[config.mk]
export PLATFORM = sky130hd
export DESIGN_NAME = sha256_digest_add
export DESIGN_NICKNAME = d
export VERILOG_FILES = /design/src/common/sha256_pkg.sv /design/src/verilog/sha256_digest_add.sv
export SDC_FILE = /design/constraint.sdc
export NUM_CORES = 1
export LEC_CHECK = 0
export BUFFER_PORTS_ARGS = -buffer_cell sky130_fd_sc_hd__buf_2
export CAP_MARGIN = 15
export CELL_PAD_IN_SITES_DETAIL_PLACEMENT = 0
export CELL_PAD_IN_SITES_GLOBAL_PLACEMENT = 1
export CORE_AREA = 4 4 302 304
export CTS_CLUSTER_DIAMETER = 80
export DETAILED_ROUTE_END_ITERATION = 7
export DIE_AREA = 0 0 306 308
export PLACE_DENSITY_LB_ADDON = 0.1
export SETUP_SLACK_MARGIN = 0.02
export SLEW_MARGIN = 20
export SYNTH_ARGS = -nofsm -noshare
export SYNTH_HDL_FRONTEND = slang
export SYNTH_SLANG_ARGS = --single-unit
export TNS_END_PERCENT = 100
[constraint.sdc]
create_clock -name CLK -period 1.2 [get_ports CLK]
set_input_delay 0.24 -clock CLK [delete_from_list [all_inputs] [get_ports CLK]]
set_output_delay 0.24 -clock CLK [all_outputs]
set_load 0.02 [all_outputs]
[src/common/sha256_pkg.sv]
//----------------------------------------------------------------------
// Shared SHA-256 types, round constants and bit functions for the
// pipelined compression core. Reference by scoped name, for example
// sha256_pkg::word_t or sha256_pkg::ch(e, f, g).
//----------------------------------------------------------------------
package sha256_pkg;

	typedef logic [31:0]  word_t;
	// Word 0 in the top bits
	typedef logic [511:0] block_t;
	// Working variables a..h, a in the top bits
	typedef logic [255:0] state_t;

	localparam int unsigned NUM_ROUNDS   = 64;
	localparam int unsigned WINDOW_WORDS = 16;

	// FIPS 180-4 round constants
	localparam word_t ROUND_K [0:NUM_ROUNDS-1] = '{
		32'h428a2f98, 32'h71374491, 32'hb5c0fbcf, 32'he9b5dba5,
		32'h3956c25b, 32'h59f111f1, 32'h923f82a4, 32'hab1c5ed5,
		32'hd807aa98, 32'h12835b01, 32'h243185be, 32'h550c7dc3,
		32'h72be5d74, 32'h80deb1fe, 32'h9bdc06a7, 32'hc19bf174,
		32'he49b69c1, 32'hefbe4786, 32'h0fc19dc6, 32'h240ca1cc,
		32'h2de92c6f, 32'h4a7484aa, 32'h5cb0a9dc, 32'h76f988da,
		32'h983e5152, 32'ha831c66d, 32'hb00327c8, 32'hbf597fc7,
		32'hc6e00bf3, 32'hd5a79147, 32'h06ca6351, 32'h14292967,
		32'h27b70a85, 32'h2e1b2138, 32'h4d2c6dfc, 32'h53380d13,
		32'h650a7354, 32'h766a0abb, 32'h81c2c92e, 32'h92722c85,
		32'ha2bfe8a1, 32'ha81a664b, 32'hc24b8b70, 32'hc76c51a3,
		32'hd192e819, 32'hd6990624, 32'hf40e3585, 32'h106aa070,
		32'h19a4c116, 32'h1e376c08, 32'h2748774c, 32'h34b0bcb5,
		32'h391c0cb3, 32'h4ed8aa4a, 32'h5b9cca4f, 32'h682e6ff3,
		32'h748f82ee, 32'h78a5636f, 32'h84c87814, 32'h8cc70208,
		32'h90befffa, 32'ha4506ceb, 32'hbef9a3f7, 32'hc67178f2
	};

	function automatic word_t rotr(input word_t x, input int unsigned n);
		return (x >> n) | (x << ($bits(word_t) - n));
	endfunction

	// Round functions
	function automatic word_t big_sigma0(input word_t x);
		return rotr(x, 2) ^ rotr(x, 13) ^ rotr(x, 22);
	endfunction

	function automatic word_t big_sigma1(input word_t x);
		return rotr(x, 6) ^ rotr(x, 11) ^ rotr(x, 25);
	endfunction

	// Schedule functions
	function automatic word_t small_sigma0(input word_t x);
		return rotr(x, 7) ^ rotr(x, 18) ^ (x >> 3);
	endfunction

	function automatic word_t small_sigma1(input word_t x);
		return rotr(x, 17) ^ rotr(x, 19) ^ (x >> 10);
	endfunction

	function automatic word_t ch(input word_t x, input word_t y, input word_t z);
		return (x & y) ^ (~x & z);
	endfunction

	function automatic word_t maj(input word_t x, input word_t y, input word_t z);
		return (x & y) ^ (x & z) ^ (y & z);
	endfunction

endpackage

[src/verilog/sha256_digest_add.sv]
//----------------------------------------------------------------------
// Finisher stage. Adds the chaining value to the last working state
// word by word modulo 2^32 and registers the digest with its valid
// bit. Holds both outputs while en_i is low.
//----------------------------------------------------------------------
module sha256_digest_add (
	input  logic               CLK,
	input  logic               RST,
	input  logic               en_i,
	input  sha256_pkg::state_t final_state_i,
	input  logic               final_valid_i,
	input  sha256_pkg::state_t chain_i,
	output sha256_pkg::state_t digest_o,
	output logic               digest_valid_o
);

	sha256_pkg::state_t sum_d;

	// Eight independent 32-bit adds, no carry between words
	always_comb begin
		for (int i = 0; i < $bits(sha256_pkg::state_t) / $bits(sha256_pkg::word_t); i++) begin
			sum_d[i*$bits(sha256_pkg::word_t) +: $bits(sha256_pkg::word_t)] =
				final_state_i[i*$bits(sha256_pkg::word_t) +: $bits(sha256_pkg::word_t)] +
				chain_i[i*$bits(sha256_pkg::word_t) +: $bits(sha256_pkg::word_t)];
		end
	end

	always_ff @(posedge CLK or negedge RST) begin
		if (!RST) begin
			digest_o       <= '0;
			digest_valid_o <= 1'b0;
		end else if (en_i) begin
			digest_o       <= sum_d;
			digest_valid_o <= final_valid_i;
		end
	end

endmodule

# Word level (Yosys, flattened, before mapping)
# Index checks and enable logic that the tools add are counted.
[word_totals]
reg_bits = 257
input_bits = 516
out_inout_bits = 257
wordCells = 10
[classes]
addsub = 8
[op_table]
columns = ["op", "count"]
rows = [
  ["32-bit adder", 8],
]

# Longest topological paths before layout
[logic_depth]
ltp_word = 1
depth_mapped = 11
mapped_depth_nobuf = 11

# Worst setup path before layout
# Ideal clock, no wire load.
[synth_timing]
kind = "input to register"
startpoint = "in final_state_i[160]"
endpoint = "reg digest_o[190]"
setup_time_ns = 0.125
arrival_ns = 2.714
path_slack_ns = -1.639
stages = 11
cell_sequence = "ha_1 > fa_1 > a211oi_2 > o21ai_1 > o311ai_2 > a31oi_1 > a41o_1 > and3_1 > a311oi_2 > xnor2_1 > mux2_2"
[synth_via]
elab_chain_len = 1
[synth_rtl]
columns = ["item", "line_no", "text"]
rows = [
  ["from (decl)", "sha256_digest_add.sv:10", "input sha256_pkg::state_t final_state_i,"],
  ["32-bit adder", "sha256_digest_add.sv:23", "final_state_i[i*$bits(sha256_pkg::word_t) +: $bits(sha256_pkg::word_t)] +"],
  ["to (signal assigned)", "sha256_digest_add.sv:33", "digest_o <= sum_d;"],
  ["to (decl)", "sha256_digest_add.sv:13", "output sha256_pkg::state_t digest_o,"],
]
# No other way between the ends.
# A chain may end at the register's enable or synchronous reset.

# Worst setup path in the final report
[layout_timing]
startpoint = "in chain_i[160]"
endpoint = "reg digest_o[190]"
[layout_via]
elab_chain_len = 1
[layout_rtl]
columns = ["item", "line_no", "text"]
rows = [
  ["from (decl)", "sha256_digest_add.sv:12", "input sha256_pkg::state_t chain_i,"],
  ["32-bit adder", "sha256_digest_add.sv:23", ""],
]
# No other way between the ends.

==> run metrics <==
most frequent cell after synthesis=a21oi_1; delay-heaviest family, CP=compound AO/OA/AOI/OAI gates; status=complete, but fails checks; initial antenna violation count=36; RSZ-0062 raised after global routing=yes; row count=109; asr flop ratio synth=100%; Critical path buffers and inverters=1; sequential share of the synthesized area=29.1%; Crit. Startpoint=chain_i[160]; Iteration-0 DRC Markers=899; WS Path Type=primary input to flop; failing checks=setup timing; endpoint class of the critical path=flop; worst vdd ir=0.953 mV; Critical Path RT=1.65 ns; Synth Flop Type=dfrtp_1; flop2flop setup slack=0.03 ns; Layout fillers=8430; number of CTS-inserted buffers=41; crit-path max cell delay=0.36 ns; Setup WS post-layout=-1.01 ns; dominant cells by area after synthesis=dfrtp_1 29%, ha_1 14%, mux2_2 10%; Clock Path Buffers=3; post-detail-place hpwl=88.2 mm; clock-pin slew of the registers on the worst-case setup and hold paths=0.05 ns; fmax=0.452 GHz; vias in the first global route=26809; GR Overflow Total=0; Worst R2R Path Depth=3; Clock Tree Root=clkbuf_16; Yosys top cell area share=29.1%; final WL=108 mm; Final period util=184%; CTS tree=done; CTS sink cnt=257; Initial Util=25.0%; Worst EP arrival=2.66 ns; drt wl/cell=20.7 microns; area leader, netlist=dfrtp_1; Final min period=2.21 ns; Placeable Area=88200 sq um; Worst setup endpoint=digest_o[190]; Die Area=94200 sq um; H-tree Lvls=2; Startpoint Class=primary input; Worst Hold Class=primary input to flop; CP Max Fanout=3; Routed Antenna Nets=0; Tot Pwr=0.0525 W; final hold vios=0; Least-Margin Pin Slew=0.808 ns; largest net degree at the start of global routing=34; Layout Nets=4786; PortBufs=772; drt drc=0; Die Ht=308 microns; worst reg2reg startpoint=digest_o[61]; DRT Pass-1 Iters=5; Gate Count Post-Synth=2366; Slew Limit Headroom=44.8%; Critical Path Slowest Stage Cell=fa_2; CP Cell Sequence=buf_8 > ha_4 > fa_2 > a211oi_2 > o21ai_2 > o311ai_4 > a31oi_4 > a41o_1 > and3_4 > a311oi_2 > xnor2_1 > mux2_4; synthesized area=22100 sq um; Synth Net Count=3138; PwrDens=1250 nW/um^2; RR Endpoint=digest_o[61]; clock latency on the worst-skew pair=0.55 ns; Syn. warnings=0; first-pass GRT wire length=158 mm; LEAKAGE=20.0 nW; vias=25068; io pins=773; clk_skew=0 ns; stages on the worst setup path=12; die width=306 microns; Finish-stage setup viols=469; Routability Congestion=0.941; Hold WS=0.0660 ns; fraction of layout cells with a size suffix above 1=59.7%; max-slew violation count=0; vias per cell=4.80; Mean Syn Cell Area=9.33 sq um; total track usage=21.4%; Netlist cell types=82; P&R area growth vs syn=90.2%; Seq cells post-synth=257; EDFF count, synth=0; MaxCap Viol Count=0; commonest cells in the synthesized netlist=271 x a21oi_1, 257 x dfrtp_1, 248 x ha_1
worst min-delay path: cells and delay by family:
kind	cells	cell delay [ns]
AOI/OAI and AO/OA	1	0.06
buffers and inverters	1	0.08
xor gates and xnor gates	2	0.20
state kept, by name (all words and copies together) (netlist names):
register	flops
digest_valid_o	1
digest_o	256
worst min-delay path by stage:
stage	depth (start not counted)	endpoint	slack [ns]	from
finish	4	digest_o[191]	0.07	final_state_i[191]
global placement	1	digest_o[209]	0.13	RST
detailed placement	1	digest_o[209]	0.12	RST
CTS	4	digest_o[191]	0.02	final_state_i[191]
global route	3	digest_o[129]	0.09	final_state_i[129]
floorplan	0	digest_o[0]	-0.06	RST
where the power goes:
group	total (W)	leakage, nW	switching [W]	internal (W)
logic	0.0277	16.3	0.0127	0.0150
clock network	0.0121	0.659	0.00470	0.00745
registers	0.0127	2.99	0.00190	0.0108
metal layers:
metal / global-route usage, % / up-vias / wire [microns]
li1: - / 12127 / -
met1: 24.0 / 12136 / 42100
met2: 40.5 / 605 / 56100
met3: 4.84 / 186 / 6110
met4: 6.10 / 14 / 3820
met5: 0 / - / 121
placed cells by master, fill, tap and decap left out, types with 34 or more instances in the layout:
cell type | synthesis | routed
nand2_1 | 138 | 122
nand3_1 | 39 | 36
a21oi_1 | 271 | 197
mux2_4 | 0 | 100
clkbuf_16 | 0 | 41
ha_4 | 0 | 73
buf_2 | 1 | 452
xor2_1 | 78 | 64
buf_6 | 0 | 391
o21ai_2 | 1 | 34
mux2_2 | 197 | 97
buf_4 | 0 | 805
o21ai_0 | 98 | 51
nand4_1 | 36 | 36
a21o_1 | 130 | 130
xnor2_1 | 145 | 109
nor2_1 | 131 | 104
a21oi_2 | 0 | 51
dfrtp_1 | 257 | 249
ha_1 | 248 | 170
inv_1 | 51 | 50
stage by stage:
stage          utilization, %  instance area (sq um)  setup TNS, ns  instances  setup slack [ns]
2_1_floorplan               -                  23700        -170.59       2366             -1.49
3_3_place_gp             39.1                  34500        -269.03       4962             -1.80
3_5_place_dp             39.1                  34500        -272.46       4962             -1.82
4_1_cts                  43.2                  38100        -170.79       5109             -1.02
5_1_grt                  47.5                  42000        -185.89       5216             -1.08
6_report                 47.6                  42000        -162.82       5224             -1.01
timing repair:
item	4_1_cts	5_1_grt
setup endpoints to repair	472	475
pin swaps	251	216
hold buffers	10	0
gates resized for setup	344	901
hold endpoints to repair	163	0
setup buffers	77	154
layout make-up:
cell class	count	area, sq um	area share, %
antenna	18	45.0	0.107
clock buffer	61	1230	2.93
clock inverter	9	101	0.241
inverter	52	199	0.474
multi-input combinational	1966	19000	45.3
sequential	257	6440	15.3
tap	1165	1460	3.47
timing repair buffer	1696	13500	32.1
logic make-up after synthesis:
family                     count (synthesis)  share of synthesized area [%]
muxes                                    201                           10.2
adders and majority gates                256                           14.8
and+or+nand+nor                          495                           11.0
AOI/OAI and AO/OA                        791                           23.5
buffers and inverters                    143                           2.44
xor gates and xnor gates                 223                           8.85
DFF                                      257                           29.1
Power figures use the tool's default switching activity.
